==> src/hdl/cache_pkg.sv <==
package cache_pkg;

    // address and data geometry
    localparam int addr_w = 32;
    localparam int data_w = 32;
    localparam int line_w = 256;

    // address split is tag 31..12, index 11..5, offset 4..0
    localparam int tag_w = 20;
    localparam int index_w = 7;
    localparam int offset_w = 5;

    localparam int words_per_line = 8;
    localparam int set_num = 128;

    // tag with its valid bit on top
    localparam int tagv_w = 21;

    typedef logic [addr_w-1:0] bus32_t;

    // word i sits at bits 32i+31..32i
    typedef logic [line_w-1:0] line_t;

    typedef enum logic {
        arb_idle,
        arb_busy
    } arb_state_t;

    typedef enum logic {
        load_idle,
        load_wait
    } load_state_t;

    // owner of the shared memory port
    typedef enum logic {
        req_icache,
        req_load
    } requester_t;

endpackage
==> src/hdl/load_unit.sv <==
`timescale 1ns/1ps

module load_unit (
    input  logic              clk,
    input  logic              reset,
    input  logic              load_en,
    input  cache_pkg::bus32_t load_addr,
    output logic              load_busy,
    output cache_pkg::bus32_t load_data,
    output logic              load_valid,
    output logic              rd_req,
    output cache_pkg::bus32_t rd_addr,
    input  logic              ret_valid,
    input  cache_pkg::line_t  ret_data
);

    localparam int addr_w = cache_pkg::addr_w;
    localparam int data_w = cache_pkg::data_w;
    localparam int offset_w = cache_pkg::offset_w;

    cache_pkg::load_state_t state;
    cache_pkg::bus32_t      addr_q;
    logic [offset_w-3:0]    word_sel;

    assign word_sel = addr_q[offset_w-1:2];

    always_ff @(posedge clk) begin
        if (reset) begin
            state <= cache_pkg::load_idle;
            load_valid <= 1'b0;
        end else begin
            load_valid <= 1'b0;
            case (state)
                cache_pkg::load_idle: begin
                    if (load_en) begin
                        state <= cache_pkg::load_wait;
                    end
                end
                cache_pkg::load_wait: begin
                    if (ret_valid) begin
                        state <= cache_pkg::load_idle;
                        load_valid <= 1'b1;
                    end
                end
                default: state <= cache_pkg::load_idle;
            endcase
        end
    end

    always_ff @(posedge clk) begin
        if (state == cache_pkg::load_idle && load_en) begin
            addr_q <= load_addr;
        end
        // pick the word out of the returned line
        if (state == cache_pkg::load_wait && ret_valid) begin
            load_data <= ret_data[word_sel*data_w +: data_w];
        end
    end

    assign load_busy = (state == cache_pkg::load_wait);
    assign rd_req = (state == cache_pkg::load_wait);
    assign rd_addr = {addr_q[addr_w-1:offset_w], {offset_w{1'b0}}};

    // the line only comes back while a load waits
    a_return_while_waiting: assert property (
        @(posedge clk) disable iff (reset)
        ret_valid |-> state == cache_pkg::load_wait
    );

endmodule

==> config.mk <==
export PLATFORM = sky130hd
export DESIGN_NAME = load_unit
export DESIGN_NICKNAME = d
export VERILOG_FILES = /design/src/hdl/cache_pkg.sv /design/src/hdl/load_unit.sv
export SDC_FILE = /design/constraint.sdc
export NUM_CORES = 1
export LEC_CHECK = 0
export BUFFER_PORTS_ARGS = -buffer_cell sky130_fd_sc_hd__buf_2
export CAP_MARGIN = 20
export CORE_AREA = 2 2 140 142
export DETAILED_ROUTE_END_ITERATION = 10
export DIE_AREA = 0 0 142 144
export PLACE_DENSITY_LB_ADDON = 0.08
export SYNTH_ARGS = -nofsm -noshare
export SYNTH_HDL_FRONTEND = slang
export SYNTH_SLANG_ARGS = --single-unit
==> constraint.sdc <==
create_clock -name clk -period 3.02 [get_ports clk]
set_clock_uncertainty 0.05 [all_clocks]
set_input_delay 0.755 -clock clk [delete_from_list [all_inputs] [get_ports clk]]
set_output_delay 0.755 -clock clk [all_outputs]
set_load 0.005 [all_outputs]
## Word level (Yosys, flattened, before mapping)

Cells that the tools add are included.
Widths: inputs -> output; s select.

| operators by class | value |
|---|---|
| bitwise logic cells | 1 |
| reductions and logical operators | 3 |
| shift-type cells | 1 |
| multiplexer cells | 4 |

Operator list:

| kind | number |
|---|---|
| $shiftx 256x9->32 | 1 |
| $mux 1 | 3 |
| $logic_and 1x1->1 | 2 |
| $pmux 1 s2 | 1 |
| $reduce_or 2->1 | 1 |
| $not 1->1 | 1 |

| storage, ports and cells | value |
|---|---|
| register bits | 66 |
| logic and storage cells | 13 |
| input port bits | 292 |
| output and inout bits | 67 |

## Logic depth before layout (Yosys ltp)

| logic depth | value |
|---|---|
| word-level depth | 2 |
| mapped depth | 4 |
| depth with buffers taken out | 2 |

## Worst setup path after synthesis

No wires, ideal clock.

| timing path | value |
|---|---|
| kind | input-to-reg |
| start point | in load_en |
| end point | reg addr_q[10] (enable) |
| data required time | 2549 ps |
| stages | 1 |
| library setup time | 421 ps |
| data arrival time | 2117 ps |
| path slack | 432 ps |
| buffers on the path | 0 |
| cells stage by stage | nor2b_1 |

| between the ends | value |
|---|---|
| word-level cells in the longest chain between the ends | 1 |

RTL lines:

| element | line | RTL |
|---|---|---|
| from (decl) | load_unit.sv:6 | `input logic load_en,` |
| $logic_and 1x1->1 | load_unit.sv:51 | `if (state == cache_pkg::load_idle && load_en) begin` |
| to (signal assigned) | load_unit.sv:52 | `addr_q <= load_addr;` |
| to (decl) | load_unit.sv:22 | `cache_pkg::bus32_t addr_q;` |

No other way between the ends.
A chain may end at the register's enable or synchronous reset.

## Worst setup path in the final report

| timing path | value |
|---|---|
| start point | reg addr_q[2] |
| end point | reg load_data[18], data pin |

| between the ends | value |
|---|---|
| word-level cells in the longest chain between the ends | 1 |

RTL lines:

| element | line | RTL |
|---|---|---|
| $shiftx 256x9->32 | load_unit.sv:56 | `load_data <= ret_data[word_sel*data_w +: data_w];` |
| to (signal assigned) | load_unit.sv:56 |  |
| to (decl) | load_unit.sv:9 | `output cache_pkg::bus32_t load_data,` |

No other way between the ends.

==> run metrics <==
CP Launch Type flip-flop; top cells by area, synth edfxtp_1 44%, mux4_1 25%, mux4_2 13%, mux2_2 8.5%, buf_4 5.8%; Synth area leader edfxtp_1; maximum VDD drop 0.000190 V; RSZ-0062 raised after global routing false; sequential power share 0.384; final setup violation count 0; Pwr Total 2.75 mW; P_sw 0.633 mW; syn_area_per_cell 19.6 sq um; total core area 19100 sq um; CTS root buffer clkbuf_16; share of layout cells above drive strength 1 0.794; # port buffers 351; Crit path max-delay family multiplexers; initial antenna violation count 0; Post-CTS Setup Inserts 0; DRC Markers 0; GRT overflow 0; Achievable Freq 484 MHz; library cells used by synthesis 15; WL final 14.2 mm; Final Hold Fails 0; first-pass GRT wire length 19.5 mm; die height 144 microns; hold-fix buffers at CTS 0; per-cell routed wire length 18.1 microns; largest net degree at the start of global routing 35; Clk pwr share 0.419; top cell type's share of synthesized area 0.438; P&R area growth vs syn 49.7%; critical path required time 3.06 ns; Tot GR Track Use 0.131; Int Pwr 2.12 mW; first-iteration detailed-routing DRC count 81; DR vias 3444; cells after synthesis 217; #FFs+latches synth 64; H-Tree Depth 3; Seq/Total Area, Yosys 0.447; Syn. warnings 0; WS Path Type flip-flop to flip-flop; crit path buf inv count 1; Min-Delay Path Class input port to flip-flop; area of the mapped netlist 4250 sq um; Slew @ Worst Pin 0.587 ns; ANT nets after route 0; CP arrival 2.10 ns; row cnt 51; Period minus WS final 2.07 ns; status completed; CP Cell Sequence buf_4 > mux4_1 > mux2_2; Worst Hold Endpoint load_valid; routed vias/inst 4.39; CTS Buffer Depth 2; worst reg2reg path depth 3; Rel. slew slack 0.609; GP Congestion 0.737; Crit Path Max Fanout 27; max_cap viols 0; vias in the first global route 3427; Nets 832; CP Capture Type flip-flop; io pins 359; Initial Utilization 0.223; HPWL after DPL 11.7 mm; setup tns final 0 ns; r2r setup slk 0.95 ns; PD cells 433 nW/um^2; start point of the worst min-delay path reset; Final Max Slew Viols 0; switching share of power 0.230; CTS sink count 64; Logic pwr share 0.197; period utilisation layout 0.684; Inserted Clock Buffers 9; Slowest-stage cell, CP mux4_1; cell depth of the worst hold path 2; worst reg2reg path endpoint load_data[18]; die area 20400 sq um; crit-path max cell delay 0.64 ns; Clk Latency, worst-skew pair 0.33 ns; Clock Pin Slew Worst Setup and Hold Paths 0.06 ns; cts repair resizes 0; chip width 142 microns; CTS tree yes; P_leak 2.91 nW; Worst R2R Start addr_q[2]; 1st-pass router iterations 4
[state kept, by name, summed over array words and instances (netlist names)]
| signal | cells |
|---|---|
| load_valid | 1 |
| load_data | 32 |
| addr_q | 30 |
| load_busy | 1 |
[cell families after synthesis]
kind of cell / after synthesis / share of synthesized area
buffers and inverters: 51 / 0.0868
and+or+nand+nor: 5 / 0.00647
other: 1 / 0.000882
muxes: 96 / 0.459
DFF: 64 / 0.447
[cells in the final DEF, fill, tap and decap left out]
cell type   netlist  layout
buf_2             1     351
edfxtp_1         62      62
mux4_1           40      40
mux2_2           32      32
mux4_2           24      24
clkbuf_16         0       9
buf_4            33       7
conb_1            1       5
diode_2           0       2
clkinv_4          0       2
inv_6             0       2
bufinv_16         0       2
dfxtp_1           2       2
nor2b_4           0       1
and2_2            0       1
nor2b_1           2       1
nor2_1            1       1
nor3_1            1       1
clkinvlp_4        0       1
buf_12            0       1
[how the worst max path moves through the flow]
stage | start | to | cells past startpoint
2_1_floorplan | load_en | addr_q[10] | 1
3_3_place_gp | addr_q[2] | load_data[18] | 3
3_5_place_dp | addr_q[2] | load_data[18] | 3
4_1_cts | addr_q[2] | load_data[18] | 3
5_1_grt | addr_q[2] | load_data[20] | 3
6_report | addr_q[2] | load_data[18] | 3
[per-stage QoR]
stage                     instance area, sq um  utilization  hold slack (ns)  setup WS [ns]  instances
final                                     6370        0.334            0.542          0.954        785
after detailed placement                  6040        0.316            0.540          0.890        767
after global placement                    6040        0.316            0.526          0.901        767
after floorplan                           4270            -            0.465          0.432        221
after CTS                                 6360        0.334            0.518          0.875        783
after global routing                      6360        0.334            0.520          0.834        783
[Yosys cell counts]
library cell and n:
mux4_1 40, nor2_1 1, and2_1 1, buf_4 33, nor2b_1 2, dfxtp_1 2
nor3_1 1, mux4_2 24, mux2_2 32, edfxtp_1 62, buf_1 9, buf_6 7
clkbuf_1 1, buf_2 1, conb_1 1
[area by class of cell]
type	count	area, sq um
diodes	2	5.00
clock buffers	9	225
clock inverters	7	103
fillers	1958	12700
multi-input cells	106	2010
flip-flops and latches	64	1900
well taps	238	298
repair buffers	359	1830
[metal layers]
metal	track usage	part of all wire	up-vias
met3	0.0427	0.091	12
met5	0	0	-
li1	-	-	1578
met4	0.0421	0.011	0
met1	0.135	0.35	1641
met2	0.248	0.54	213
[power groups by stage]
stage | logic (mW) | clock network [mW] | registers (mW)
3_5_place_dp | 0.554 | 0 | 1.08
2_1_floorplan | 0.309 | 0 | 1.08
5_1_grt | 0.593 | 1.24 | 1.06
4_1_cts | 0.557 | 1.22 | 1.06
3_3_place_gp | 0.548 | 0 | 1.08
6_report | 0.542 | 1.15 | 1.06
No activity file was read; power rests on OpenSTA's default activity.
