**config.mk**
```make
export PLATFORM = sky130hd
export DESIGN_NAME = mem_arbiter
export DESIGN_NICKNAME = d
export VERILOG_FILES = /design/src/hdl/cache_pkg.sv /design/src/hdl/mem_arbiter.sv
export SDC_FILE = /design/constraint.sdc
export NUM_CORES = 1
export LEC_CHECK = 0
export BUFFER_PORTS_ARGS = -buffer_cell sky130_fd_sc_hd__buf_2
export CORE_AREA = 2 2 236 238
export DETAILED_ROUTE_END_ITERATION = 8
export DIE_AREA = 0 0 238 240
export PLACE_DENSITY = 0.33
export SLEW_MARGIN = 20
export SYNTH_ARGS = -nofsm -noshare
export SYNTH_HDL_FRONTEND = slang
export SYNTH_SLANG_ARGS = --single-unit
```
**constraint.sdc**
```tcl
create_clock -name clk -period 3.27 [get_ports clk]
set_input_delay 0 -clock clk [delete_from_list [all_inputs] [get_ports clk]]
set_output_delay 0 -clock clk [all_outputs]
set_load 0.005 [all_outputs]
```
**src/hdl/cache_pkg.sv**
```systemverilog
package cache_pkg;

    // address and data geometry
    localparam int addr_w = 32;
    localparam int data_w = 32;
    localparam int line_w = 256;

    // address split is tag 31..12, index 11..5, offset 4..0
    localparam int tag_w = 20;
    localparam int index_w = 7;
    localparam int offset_w = 5;

    localparam int words_per_line = 8;
    localparam int set_num = 128;

    // tag with its valid bit on top
    localparam int tagv_w = 21;

    typedef logic [addr_w-1:0] bus32_t;

    // word i sits at bits 32i+31..32i
    typedef logic [line_w-1:0] line_t;

    typedef enum logic {
        arb_idle,
        arb_busy
    } arb_state_t;

    typedef enum logic {
        load_idle,
        load_wait
    } load_state_t;

    // owner of the shared memory port
    typedef enum logic {
        req_icache,
        req_load
    } requester_t;

endpackage
```
**src/hdl/mem_arbiter.sv**
```systemverilog
`timescale 1ns/1ps

module mem_arbiter (
    input  logic              clk,
    input  logic              reset,
    input  logic              icache_rd_req,
    input  cache_pkg::bus32_t icache_rd_addr,
    output logic              icache_ret_valid,
    input  logic              load_rd_req,
    input  cache_pkg::bus32_t load_rd_addr,
    output logic              load_ret_valid,
    output cache_pkg::line_t  ret_data,
    output logic              mem_rd_req,
    output cache_pkg::bus32_t mem_rd_addr,
    input  logic              mem_ret_valid,
    input  cache_pkg::line_t  mem_ret_data
);

    localparam int addr_w = cache_pkg::addr_w;
    localparam int offset_w = cache_pkg::offset_w;

    cache_pkg::arb_state_t state;
    cache_pkg::requester_t owner;
    cache_pkg::requester_t last;
    cache_pkg::requester_t grant;
    cache_pkg::bus32_t     grant_addr;
    logic                  any_req;

    assign any_req = icache_rd_req || load_rd_req;

    // on a tie the side not served last wins
    always_comb begin
        if (icache_rd_req && load_rd_req) begin
            grant = (last == cache_pkg::req_icache) ? cache_pkg::req_load : cache_pkg::req_icache;
        end else if (load_rd_req) begin
            grant = cache_pkg::req_load;
        end else begin
            grant = cache_pkg::req_icache;
        end
    end

    assign grant_addr = (grant == cache_pkg::req_load) ? load_rd_addr : icache_rd_addr;

    always_ff @(posedge clk) begin
        if (reset) begin
            state <= cache_pkg::arb_idle;
            owner <= cache_pkg::req_icache;
            last <= cache_pkg::req_load;
            mem_rd_req <= 1'b0;
        end else begin
            mem_rd_req <= 1'b0;
            case (state)
                cache_pkg::arb_idle: begin
                    if (any_req) begin
                        state <= cache_pkg::arb_busy;
                        owner <= grant;
                        last <= grant;
                        mem_rd_req <= 1'b1;
                    end
                end
                cache_pkg::arb_busy: begin
                    if (mem_ret_valid) begin
                        state <= cache_pkg::arb_idle;
                    end
                end
                default: state <= cache_pkg::arb_idle;
            endcase
        end
    end

    always_ff @(posedge clk) begin
        if (state == cache_pkg::arb_idle && any_req) begin
            mem_rd_addr <= {grant_addr[addr_w-1:offset_w], {offset_w{1'b0}}};
        end
    end

    // return pulse goes to the owner only
    assign icache_ret_valid = mem_ret_valid && (owner == cache_pkg::req_icache);
    assign load_ret_valid = mem_ret_valid && (owner == cache_pkg::req_load);
    assign ret_data = mem_ret_data;

    // the owner keeps its request up until its line returns
    a_owner_holds_req: assert property (
        @(posedge clk) disable iff (reset)
        state == cache_pkg::arb_busy |->
            (owner == cache_pkg::req_icache ? icache_rd_req : load_rd_req)
    );

    a_no_return_idle: assert property (
        @(posedge clk) disable iff (reset)
        mem_ret_valid |-> state == cache_pkg::arb_busy
    );

endmodule

```
# --- Yosys cells after proc, flatten, opt, wreduce, memory -nomap -nowiden ---
# Index checks and enable logic that the tools add are counted.
op_classes:
  n_mux: 7
  n_bitwise: 2
  n_reduce_logical: 7
ops:
  columns: ["cell", "count"]
  rows:
  - ["32-bit two-way mux", 1]
  - ["1-bit two-way mux", 5]
  - ["1-bit logical AND", 4]
  - ["1-bit NOT", 2]
  - ["1-bit case mux with 2 select lines", 1]
  - ["2-bit AND reduction", 1]
  - ["2-bit OR reduction", 1]
  - ["1-bit logical OR", 1]
word_totals:
  ff_bits: 31
  inputBits: 325

# --- Longest topological paths before layout ---
# Gate-level depths: netlist of the first run.
depth:
  word_depth: 3
  depth_mapped: 5
  depth_no_buf: 3

# --- Least setup slack after synthesis of the first run ---
# OpenSTA, ideal clock, no wires.
synth_path:
  kind: "flip-flop to flip-flop"
  start: "reg state"
  end: "reg mem_rd_addr[10] (enable)"
  setup_time_ns: 0.411
  t_arrival_ns: 1.515
  required_time_ns: 2.859
  slack_ns: 1.344
  path_stages_with_launch: 2
  n_path_buf: 0
  period_less_slack_ns: 1.926
  path_cell_list: "dfxtp_1 nor2_1"
synth_via:
  elab_chain_len: 2
synth_lines:
  columns: ["item", "line_no", "source"]
  rows:
  - ["start, declared", "mem_arbiter.sv:22", "cache_pkg::arb_state_t state;"]
  - ["start signal, assigned", "mem_arbiter.sv:46", "state <= cache_pkg::arb_idle;"]
  - ["start signal, assigned", "mem_arbiter.sv:55", "state <= cache_pkg::arb_busy;"]
  - ["start signal, assigned", "mem_arbiter.sv:63", "state <= cache_pkg::arb_idle;"]
  - ["1-bit NOT (no line)", null, null]
  - ["1-bit logical AND", "mem_arbiter.sv:72", "if (state == cache_pkg::arb_idle && any_req) begin"]
  - ["end signal, assigned", "mem_arbiter.sv:73", "mem_rd_addr <= {grant_addr[addr_w-1:offset_w], {offset_w{1'b0}}};"]
  - ["end, declared", "mem_arbiter.sv:14", "output cache_pkg::bus32_t mem_rd_addr,"]
# Every way passes these cells.
# A chain may end at the register's enable or synchronous reset.

# --- Final worst setup path of the first run ---
layout_path:
  start: "reg last"
  end: "reg mem_rd_addr[29], data pin"
layout_via:
  elab_chain_len: 3
layout_lines:
  columns: ["item", "line_no", "source"]
  rows:
  - ["start, declared", "mem_arbiter.sv:24", "cache_pkg::requester_t last;"]
  - ["start signal, assigned", "mem_arbiter.sv:48", "last <= cache_pkg::req_load;"]
  - ["start signal, assigned", "mem_arbiter.sv:57", "last <= grant;"]
  - ["1-bit two-way mux", "mem_arbiter.sv:34", "grant = (last == cache_pkg::req_icache) ? cache_pkg::req_load : cache_pkg::req_icache;"]
  - ["1-bit two-way mux", "mem_arbiter.sv:33", "if (icache_rd_req && load_rd_req) begin"]
  - ["32-bit two-way mux", "mem_arbiter.sv:42", "assign grant_addr = (grant == cache_pkg::req_load) ? load_rd_addr : icache_rd_addr;"]
  - ["named net grant_addr[29]", "mem_arbiter.sv:26", "cache_pkg::bus32_t grant_addr;"]
# The timed path passes the listed nets, and every way through them passes these cells.

==> results of run 1 <==
[stage by stage]
step           hold slack, ns  total power (W)  utilization, %  setup slack, ns
2_1_floorplan          0.0724         0.000842               -             1.34
3_3_place_gp        0.0000346         0.000666            4.96             1.69
3_5_place_dp        0.0000346         0.000665            4.96             1.68
4_1_cts             0.0000346          0.00117            5.34             1.68
5_1_grt            0.00000797          0.00120            5.34             1.61
6_report           0.00000200          0.00114            5.34             1.71
[path summary, 6_finish.rpt]
path / from / to / slack, ns / depth (start not counted)
worst max register to register: last / mem_rd_addr[29] / 1.71 / 3
worst max-delay path: last / mem_rd_addr[29] / 1.71 / 3
worst min-delay path: mem_ret_data[156] / ret_data[156] / 0.000002 / 0
worst min register to register: last / last / 0.49 / 1
[critical path, delay by kind of cell, from the launching register on]
kind | cells | cell delay (ns)
mux | 1 | 0.40
simple gates | 2 | 0.56
flops | 1 | 0.32
[registers in the layout, summed over array words and instances (netlist names)]
| name | count |
|---|---|
| mem_rd_addr | 27 |
| last | 1 |
| mem_rd_req | 1 |
| owner | 1 |
| state | 1 |
[repair_timing]
item,4_1_cts,5_1_grt
hold buffers,6,0
resized for setup,0,0
setup buffers,0,0
endpoints found under the hold margin,7,0
[cells in the final DEF (no fill, tap or decap), types with 2 or more instances in the layout]
cell type      synthesis  layout
edfxtp_1              27      27
dlygate4sd3_1          0       6
conb_1                 1       5
nor3_1                 2       2
nor2_1                 3       2
dfxtp_1                4       4
clkbuf_16              0       5
buf_2                  0      88
clkinvlp_4             0       2
mux2_4                20      20
mux2_2                 7       7
[power groups by stage]
stage | combinational [W] | sequential, W | clock, W
floorplan | 0.000341 | 0.000501 | 0
global placement | 0.000167 | 0.000499 | 0
detailed placement | 0.000166 | 0.000499 | 0
CTS | 0.000173 | 0.000490 | 0.000507
global route | 0.000186 | 0.000493 | 0.000516
finish | 0.000170 | 0.000489 | 0.000479
[layout make-up]
type	count	area share, %
Timing Repair Buffer	95	17.4
Clock inverter	3	0.814
Clock buffer	5	4.28
Tap cell	704	30.2
Multi-Input combinational cell	46	16.7
Inverter	1	0.129
Sequential cell	31	30.5
[logic make-up (layout without fill, tap and decap cells)]
family                 count (synthesis)  in the layout  synth area share [%]
buffers and inverters                265            104                  59.7
DFF                                   31             31                  26.4
muxes                                 27             27                  11.2
and+or+nand+nor                       11             11                  1.85
AOI/OAI and AO/OA                      3              3                 0.741
other                                  1              5                 0.111
[metal layers]
metal  up-vias  GRT usage [%]
met3       100           10.9
met2       401           11.4
li1        494              -
met4         2           4.70
met5         -          0.866
met1       532           2.47
==> results.md, run 1 <==
- The flow ran to the end, and the final reports show no timing, DRC or antenna violations.
- The number of design-rule violations left by the first detailed-router iteration is 53.
- The signal on the critical path passes through nand2_1 > and2_4 > mux2_2.
- The total overflow left after global routing is 0.
- The transition time at the pin with the least slew margin is 0.542 ns.
- The first global-routing pass estimated 24200 um of wire.
- The post-placement cell count is 871.
- The number of levels the H-tree was split into is 2.
- The CTS sink count is 31.
- The insertion delay to the later sink of the worst-skew pair is 0.28 ns.
- The library cell used as clock root buffer is clkbuf_16.
- The part of the power in the clock network is 42.1%.
- The count of TritonRoute iterations in the first routing pass is 4.
- The portion of the post-synthesis area used by sequential elements is 26.4%.
- Of all flip-flops after synthesis, the portion carrying an async set or reset was 0%.
- TritonCTS built the clock tree.
- The number of primary I/O pins is 616.
- The count of distinct cell types in the synthesized netlist is 20.
- The detail-routed net length per standard cell is 24.1 um.
- The post-synthesis to final-layout area growth is -13.5%.
- After layout, the worst path uses 47.8% of the clock period.
- The post-route minimum period is 1.56 ns.
- For this design the ratio of total power to cell area is 390 nW/um^2.
- Setup violations remaining at the end of the flow were counted as 0.
- From bottom edge to top edge, the die measures 240 um.
- The maximum clock rate is 640 MHz.
- After technology mapping, the gate count stands at 338.
- The number of flip-flops and latches in the synthesized netlist is 31.
- After filler insertion, the fill cell instance count of the layout stands at 6454.
- The count of buffers added on input and output ports is 88.
- The die footprint is 57100 um^2.
- The internal power of the cells is 0.000860 W.
- Summed over all layers, the routed wires come to 21300 um.
- The via count of the first global-routing pass is 1624.
- Summed over all nets, the half-perimeter wirelength after detailed placement is 19300 um.
- The congestion estimate from routability-driven global placement came to 0.643.
- The highest ir drop seen on vdd is 0.000158 V.
- After detailed routing, the met3 layer carries 7230 um of wire.
- The total count of hold-check failures in the final report was 0.
- The max-capacitance violation count is 0.
- Yosys attributes the largest share of cell area to buf_4 (58%), edfxtp_1 (24%), mux2_4 (8.9%).
- The slowest stage of the critical path belongs to the cell and2_4.
- The worst clock skew is 0.00589 ns.
- Clock-pin slew was measured on the worst setup and hold paths at 0.06 ns.
- The number of pins exceeding their max-slew limit in the final report is 0.
- The combinational share of power is 14.9%.
- STA classifies the critical path endpoint as a flip-flop.
- Of the total power, the share spent switching nets is 24.4%.
- Summed over all nets, the switching power comes to 0.000278 W.
- In the final layout, the multi-input gates occupy 488 um^2.
- After synthesis, the most frequently instantiated cells are buf_4 (261), edfxtp_1 (27), mux2_4 (20).
- The most common cell in the netlist is buf_4.
- Summing all flip-flop and latch instances after layout gives 891 um^2.
- STA classifies the critical path startpoint as a flip-flop.
- The number of clock buffers inserted by TritonCTS is 5.
- The total number of nets in the final design is 505.
- The via count is 1529.
- For this run, the slowest stage of the critical path takes 0.48 ns.
- The met2 routed wirelength is 9820 um.
- Across every metal layer, demand over resource in global routing totals 6.98%.
- The largest net degree at the start of global routing is 28.
- The highest metal layer carrying signal wires in the routed design is met5.
- The total core area is 54700 um^2.
- Data on the critical path is required at its endpoint by 3.31 ns.
- The number of nets with antenna violations after routing is 0.
- The detailed router put a total of 2790 um of wire on met1.
- The share of total power dissipated in sequential elements is 43.0%.
- The standard-cell row count is 86.
- The arrival time of the worst setup path is 1.60 ns.
- The most area-hungry cell type in the Yosys netlist is buf_4.
- The most frequently used flop master after synthesis is edfxtp_1.
- The cell area after placement is 2710 um^2.
- The final total negative setup slack is 0 ns.
- No sink is reached through more buffers than the 2 on the longest clock path.
- The area share of the largest cell type after synthesis is 58.0%.
- The number of antenna violations at the first check in global routing is 0.
- After synthesis the cells add up to 3380 um^2.
- Of all nets on the critical path, the largest fanout is 27.
- The share of layout cells above drive strength 1 is 70.2%.
- The worst max-slew margin expressed relative to the limit is 63.9%.
- In the routed design, unresolved DRC markers number 0.
- The post-route non-filler standard cell count is 885.
- The classification of the worst-slack hold path is in2out.
- The leakage power is 0.975 nW.
- The warning count from the yosys run is 0.
- The number of antenna diodes in the final layout is 0.
- The synthesized area per cell is 9.99 um^2.
- The initial core utilization is 6.18%.
- The number of synthesized flops with an enable pin is 27.
- By startpoint and endpoint, the worst setup path is classified as reg2reg.
- The width of the die is 238 um.
- Using the TritonRoute via totals, the vias-per-cell ratio works out to 1.73.
- Setup repair after global routing left no endpoint under its margin.
- The finished cells cover 2920 um^2.
No activity file was read; power rests on OpenSTA's default activity.
==> run 2: changes to the inputs <==
Settings changed: CORE_AREA 2 2 236 238 to 2 2 238 240, DIE_AREA 0 0 238 240 to 0 0 240 242.
Clock period 3.27 ns to 1.4 ns, I/O delays scaled along.
==> results.md, run 2 (synthesis results as in run 1) <==
- The run finished with clean final reports.
- After the flow finishes, the layout carries non-filler instances totaling 940.
- The required time of the critical path is 1.62 ns.
- The final route contains 1485 vias.
- The first global-routing pass estimated 23800 um of wire.
- Across the run, the number of max-cap violations was 0.
- The per-cell via count in the routed design is 1.58.
- The number of placed instances, taps included, is 929.
- After legalization and detailed placement, the total HPWL measured 19500 um.
- In this run the worst path has a maximum fanout of 7.
- The maximum clock rate is 747 MHz.
- The leakage power is 1.02 nW.
- The number of primary I/O pins is 616.
- The critical path launch point type is a flip-flop.
- The hold path startpoint is mem_ret_data[136].
- Traced cell by cell, the critical path runs through nor3_1 > a211oi_1 > dlygate4sd3_1.
- The width of the die is 240 um.
- The standard-cell row count is 87.
- After layout, the minimum clock period comes to 1.34 ns.
- In the global route stage, overall resource usage came out at 6.77%.
- The number of pins exceeding their max-slew limit in the final report came to 0.
- In the routed design, unresolved DRC markers number 0.
- Input and output buffers added on the ports amount to 88.
- In this run the power density over the cells is 918 nW/um^2.
- The CTS tree is yes.
- The worst min-delay path endpoint is ret_data[136].
- In this design, the stage delay of the slowest critical-path cell is 0.56 ns.
- The number of antenna repair diodes is 0.
- STA classifies the critical path endpoint as a flip-flop.
- After filler insertion, the fill cell instance count of the layout stands at 6612.
- The worst register-to-register path begins at state.
- The later pin in the worst-skew pair is clocked with a latency of 0.28 ns.
- The register with the most flip-flops in the layout has 27 of them.
- In this run, CTS created clock tree buffers numbering 5.
- After clock tree synthesis, the setup repair step added 0 buffers.
- The CTS sink count is 31.
- The detail-routed net length per standard cell is 22.4 um.
- In this run the number of H-tree levels came out at 2.
- Ranked by flip-flop count, first place goes to mem_rd_addr.
- The number of design-rule violations left by the first detailed-router iteration is 32.
- In the final layout, the multi-input gates occupy 497 um^2.
- The total core area is 55700 um^2.
- Routability-driven placement finished with a final weighted congestion of 0.723.
- The worst setup path category is reg2reg.
- The share of layout cells above drive strength 1 is 71.7%.
- Adding up every negative setup slack in the final design gives 0 ns.
- The maximum clock insertion buffer count is 2.
- The slowest cell on the critical path is dlygate4sd3_1.
- The post-synthesis to final-layout area growth is -9.67%.
- Setup repair after global routing left no endpoint under its margin.
- Setup violations remaining at the end of the flow were counted as 0.
- The pre-antenna-repair detailed-routing pass consisted of 4 iterations.
- The area used by sequential logic in the layout is 891 um^2.
- The period utilization is 95.6%.
- The via count of the first global-routing pass is 1609.
- The worst hold path was traced through 0 stages.
- The library cell used most frequently in the layout, excluding fill and tap cells, is buf_2.
- Summed over all layers, the global routing overflow is 0.
- The number of antenna violations at the first check in global routing is 0.
- The total count of hold-check failures in the final report is 0.
- The final layout contains routed wiring with a total length of 21000 um.
- Clock-pin slew was measured on the worst setup and hold paths at 0.05 ns.
- The library cell used as clock root buffer is clkbuf_16.
- VDD sags by at most 0.000443 V.
- In this run the remaining antenna-violating nets after routing total 0.
- The chip height is 242 um.
- Data arrives at the worst endpoint at 1.56 ns.
- Measured in cells, the most critical reg-to-reg path has a length of 3.
- The clock arrives with 0.00353 ns of skew.
- The destination of the worst register-to-register timing path is state.
- Entering global routing, the biggest net connects 28 pins.
- The die covers 58100 um^2.
- Setup slack on the worst reg-to-reg path comes out at 0.06 ns.
- The classification of the worst-slack hold path is in2out.
- The initial core utilization is 6.06%.
- In the layout the commonest cells are buf_2 (88), edfxtp_1 (27), mux2_4 (21).
- The total number of nets in the final design is 508.
==> run 2: cell count changes in the layout (fill, tap and decap cells not counted), moves of 2 or more <==
| cell | before | now |
|---|---|---|
| clkinvlp_4 | 2 | 0 |
| dlygate4sd3_1 | 6 | 3 |
| buf_4 | 1 | 5 |
| buf_12 | 0 | 2 |
==> run 2: worst max path at each step <==
stage	slack, ns	from	to	cells past startpoint
global route	0.003	last	mem_rd_addr[28]	4
floorplan	0.05	last	mem_rd_addr[10]	5
CTS	0.05	last	mem_rd_addr[27]	4
detailed placement	0.05	last	mem_rd_addr[27]	4
finish	0.06	state	state	3
global placement	0.05	last	mem_rd_addr[27]	4
==> run 2: through the flow <==
step / hold slack, ns / worst slack [ns] / total power [W] / utilization [%] / area, um^2
detailed placement: 0.0000346 / 0.0507 / 0.00159 / 5.12 / 2850
global placement: 0.0000346 / 0.0520 / 0.00160 / 5.12 / 2850
CTS: 0.0000346 / 0.0458 / 0.00286 / 5.46 / 3050
floorplan: 0.0724 / 0.0476 / 0.00197 / - / 3400
finish: 0.00000199 / 0.0614 / 0.00280 / 5.47 / 3050
global route: 0.00000794 / 0.00318 / 0.00293 / 5.47 / 3050
==> run 2: repair_timing <==
action / 4_1_cts / 5_1_grt
hold buffers: 3 / 0
gates resized for setup: 0 / 1
hold endpoints to repair: 4 / 0
setup endpoints to repair: 0 / 1
==> run 2: where the power goes <==
| group | switching, W | internal, W | leakage [nW] |
|---|---|---|---|
| clock network | 0.000400 | 0.000829 | 0.0812 |
| registers | 0.0000284 | 0.00111 | 0.297 |
| logic | 0.000173 | 0.000257 | 0.642 |
| total | 0.000602 | 0.00220 | 1.02 |
==> run 2: layout make-up <==
cell class / instances / area share [%]
Tap cell: 756 / 31.0
Inverter: 1 / 0.123
Sequential cell: 31 / 29.2
Timing Repair Buffer: 98 / 18.0
Multi-Input combinational cell: 46 / 16.3
Clock buffer: 5 / 4.10
Clock inverter: 3 / 1.27
==> run 2: critical path, delay by kind of cell, from the launching register on <==
family / cells / cell delay (ns)
flip-flops: 1 / 0.49
AO/OA/AOI/OAI: 1 / 0.16
AND/OR/NAND/NOR: 1 / 0.08
buffers and inverters: 1 / 0.56
==> run 2: layer usage <==
metal | wire length [um] | vias to the layer above | share of wire [%] | global-route usage, %
li1 | - | 497 | - | -
met1 | 2610 | 566 | 12 | 2.19
met2 | 11000 | 348 | 52 | 12.7
met3 | 6390 | 72 | 30 | 9.28
met4 | 1050 | 2 | 5.0 | 3.45
met5 | 34 | - | 0.16 | 0.421
==> run 3: changes to the inputs <==
Settings changed: ABC_AREA from default to 1, CORE_AREA 2 2 238 240 to 2 2 243 245, DIE_AREA 0 0 240 242 to 0 0 245 247, PLACE_DENSITY 0.33 to 0.32, SKIP_CTS_REPAIR_TIMING from default to 1.
==> results.md, run 3 <==
- The critical-path maximum fanout is 28.
- The width of the die is 245 um.
- The worst clock skew is 0.00330 ns.
- Counting flops with a built-in enable in the synthesized netlist gives 27.
- In this run the number of H-tree levels came out at 2.
- The standard-cell row count is 89.
- The xor/xnor cell area share of the yosys netlist is 0%.
- The layer carrying the most global-route usage is met2.
- The overall global routing resource usage is 6.90%.
- The most common cell after layout, fill and taps aside is buf_2.
- The register with the most flip-flops in the final layout is mem_rd_addr.
- STA puts the critical path data required time at 1.61 ns.
- The number of primary I/O pins is 616.
- The total count of hold-check failures in the final report is 14.
- The stage delay of the slowest cell on the critical path is 0.34 ns.
- The fraction of met1 tracks used by global routing is 2.88%.
- After legalization and detailed placement, the total HPWL measured 20300 um.
- Summing the areas of all fa, ha and maj instances in the mapped netlist gives 0% of the synthesized area.
- Max-cap violations in this run came to 0.
- For this run, design rule violations remaining after detail routing come to 0.
- The tree is rooted in a clkbuf_16.
- The flow ran to the end, but the final reports show violations.
- The critical path capture point type is a flip-flop.
- The net switching power of the design is 0.000697 W.
- At the placement stage, the worst setup path has a slack of 0.240 ns.
- Entering global routing, the biggest net connects 29 pins.
- The number of different library cells used by synthesis comes to 13.
- In the final layout, the multi-input gates occupy 420 um^2.
- The share of the Yosys chip area taken by registers is 26.7%.
- The via count is 1813.
- The fraction of the core area covered by cells at the end of the flow is 5.13%.
- Port buffering added 88 buffers.
- The insertion delay to the later sink of the worst-skew pair is 0.28 ns.
- The worst path in the final design needs a cycle of 1.13 ns, including I/O delays and setup.
- By count the netlist is led by buf_4 (267), nand2_1 (59), nand3_1 (28).
- The initial utilization of the core area, before any placement, comes to 5.73%.
- The pre-antenna-repair detailed-routing pass consisted of 4 iterations.
- STA classifies the critical path startpoint as a flip-flop.
- The maximum clock rate is 884 MHz.
- Ranked by total cell area, the synthesized netlist is headed by buf_4 (60%), edfxtp_1 (24%), nand2_1 (6.6%).
- Counting the fill cells in the layout gives 6887.
- The combined buffer and inverter count along the critical path is 1.
- The via count of the first global-routing pass is 1876.
- For the final routed database, the setup TNS stands at 0 ns.
- The number of clock buffers added by TritonCTS is 5.
- Each instance of the synthesized netlist takes up on average 8.36 um^2.
- The first-pass GRT wire length is 25700 um.
- The path class of the tightest hold or removal check is in2reg.
- The total power draw is 0.00285 W.
- The number of flip-flops and latches in the synthesized netlist is 31.
- Summing the areas of all compound-gate instances in the mapped netlist gives 0.450% of the synthesized area.
- The first routing iteration left 25 violations.
- The number of antenna repair diodes is 0.
- The part of the power in the clock network is 44.4%.
- The fraction of met3 tracks used by global routing is 10.6%.
- The total setup violations reported at the end of the flow is 0.
- After detailed routing, the number of vias per cell comes to 1.79.
- The total core area is 58200 um^2.
- The most area-hungry cell type in the Yosys netlist is buf_4.
- The arrival time of the worst setup path is 1.34 ns.
- The congestion estimate from routability-driven global placement came to 0.694.
- The final hold slack is -0.0183 ns.
- The critical path goes through nand2_1 > buf_4 > nand3_1 > a21oi_1.
- Setup repair after global routing left no endpoint under its margin.
- The gate count of the mapped netlist is 399.
- In the layout the commonest cells are buf_2 (88), nand2_1 (59), nand3_1 (28).
- Registers take 891 um^2.
- TritonCTS built the clock tree.
- The flip-flop count of the largest register after layout is 27.
- Yosys printed 0 warnings.
- The internal power of the cells is 0.00215 W.
- The share of layout cells above drive strength 1 is 43.7%.
- The main combinational cell family by area after synthesis is buffers and inverters.
- The combinational share of power is 15.2%.
- The aggregate routed wire length is 22400 um.
- The period utilization is 80.8%.
- The CTS sink count is 31.
- Power spread over the standard cell area amounts to 954 nW/um^2.
- The number of antenna violations at the first check in global routing is 0.
- After Yosys synthesis, and, or, nand and nor cells account for 11.5% of the synthesized area.
- The analysis attributes to cell leakage a power of 1.07 nW.
- The most used flip-flop cell after synthesis is edfxtp_1.
- The total number of nets in the final design is 562.
- Compared with the post-synthesis result, the final layout area differs by -10.4%.
- The largest delay contributor family on the critical path is buffers and inverters.
- Across the VDD grid, the largest voltage drop is 0.000404 V.
- The clock-pin transition on the worst setup and hold timing paths is 0.06 ns.
- The number of pins exceeding their max-slew limit in the final report is 0.
- The die is 247 um tall.
- Of the post-synthesis cell area, the part taken by muxes is 0%.
- The share of async-settable or async-resettable flops after synthesis is 0%.
- The sequential share of power is 40.4%.
- Of the post-synthesis cell area, the dominant cell type holds 60.1%.
- In the final routed layout, each cell accounts on average for 22.2 um.
- Summed over all layers, the global routing overflow is 0.
- The floorplan step defined a die boundary enclosing 60500 um^2.
- The post-synthesis instance area is 3330 um^2.
- The setup slack after layout is 0.268 ns.
- Of the total power, the share spent switching nets is 24.5%.
- The maximum clock insertion buffer count is 2.
- The worst setup path category is reg2reg.
- The slowest cell on the critical path is buf_4.
- The number of nets with antenna violations after routing is 0.
- In the global route stage, met2 resource usage came out at 11.4%.
- The checks that failed: negative hold slack.
- The most common cell in the netlist is buf_4.
run 3: cell families after synthesis:
kind of cell           count (synthesis)
buffers and inverters                273
DFF                                   31
and+or+nand+nor                       91
AOI/OAI and AO/OA                      3
other                                  1
run 3: cell type report:
class | count | share of cell area, %
timing repair buffer | 96 | 17.4
multi-input combinational | 99 | 14.1
sequential | 31 | 29.8
clock buffer | 5 | 4.19
tap | 773 | 32.4
clock inverter | 3 | 1.47
inverter | 4 | 0.628
run 3: through the flow:
| step | cell area [um^2] | instances |
|---|---|---|
| 4_1_cts | 2960 | 1008 |
| 3_5_place_dp | 2790 | 1000 |
| 2_1_floorplan | 3360 | 403 |
| 5_1_grt | 2990 | 1011 |
| 3_3_place_gp | 2790 | 1000 |
| 6_report | 2990 | 1011 |
run 3: power by group through the flow:
stage | logic, W | clock network [W] | registers, W
final | 0.000434 | 0.00127 | 0.00115
after global routing | 0.000493 | 0.00134 | 0.00116
after CTS | 0.000442 | 0.00134 | 0.00115
after detailed placement | 0.000441 | 0 | 0.00117
after global placement | 0.000442 | 0 | 0.00117
after floorplan | 0.000777 | 0 | 0.00118
run 3: routing by layer:
metal  share of wire [%]  wire (um)
met5                   0          0
met4                 4.9       1090
met3                  33       7450
met2                  47      10500
met1                  15       3380
run 3: final timing paths:
path / cells after the start / start / endpoint / slack, ns
setup / recovery: 4 / last / owner / 0.27
hold / removal: 3 / icache_rd_addr[16] / mem_rd_addr[16] / -0.02
setup reg to reg: 4 / last / owner / 0.27
hold reg to reg: 2 / state / state / 0.47
run 3: worst min-delay path, cell delays in order:
cell and delay (ns):
buf_2 0.07, nand2_1 0.04, nand2_1 0.05
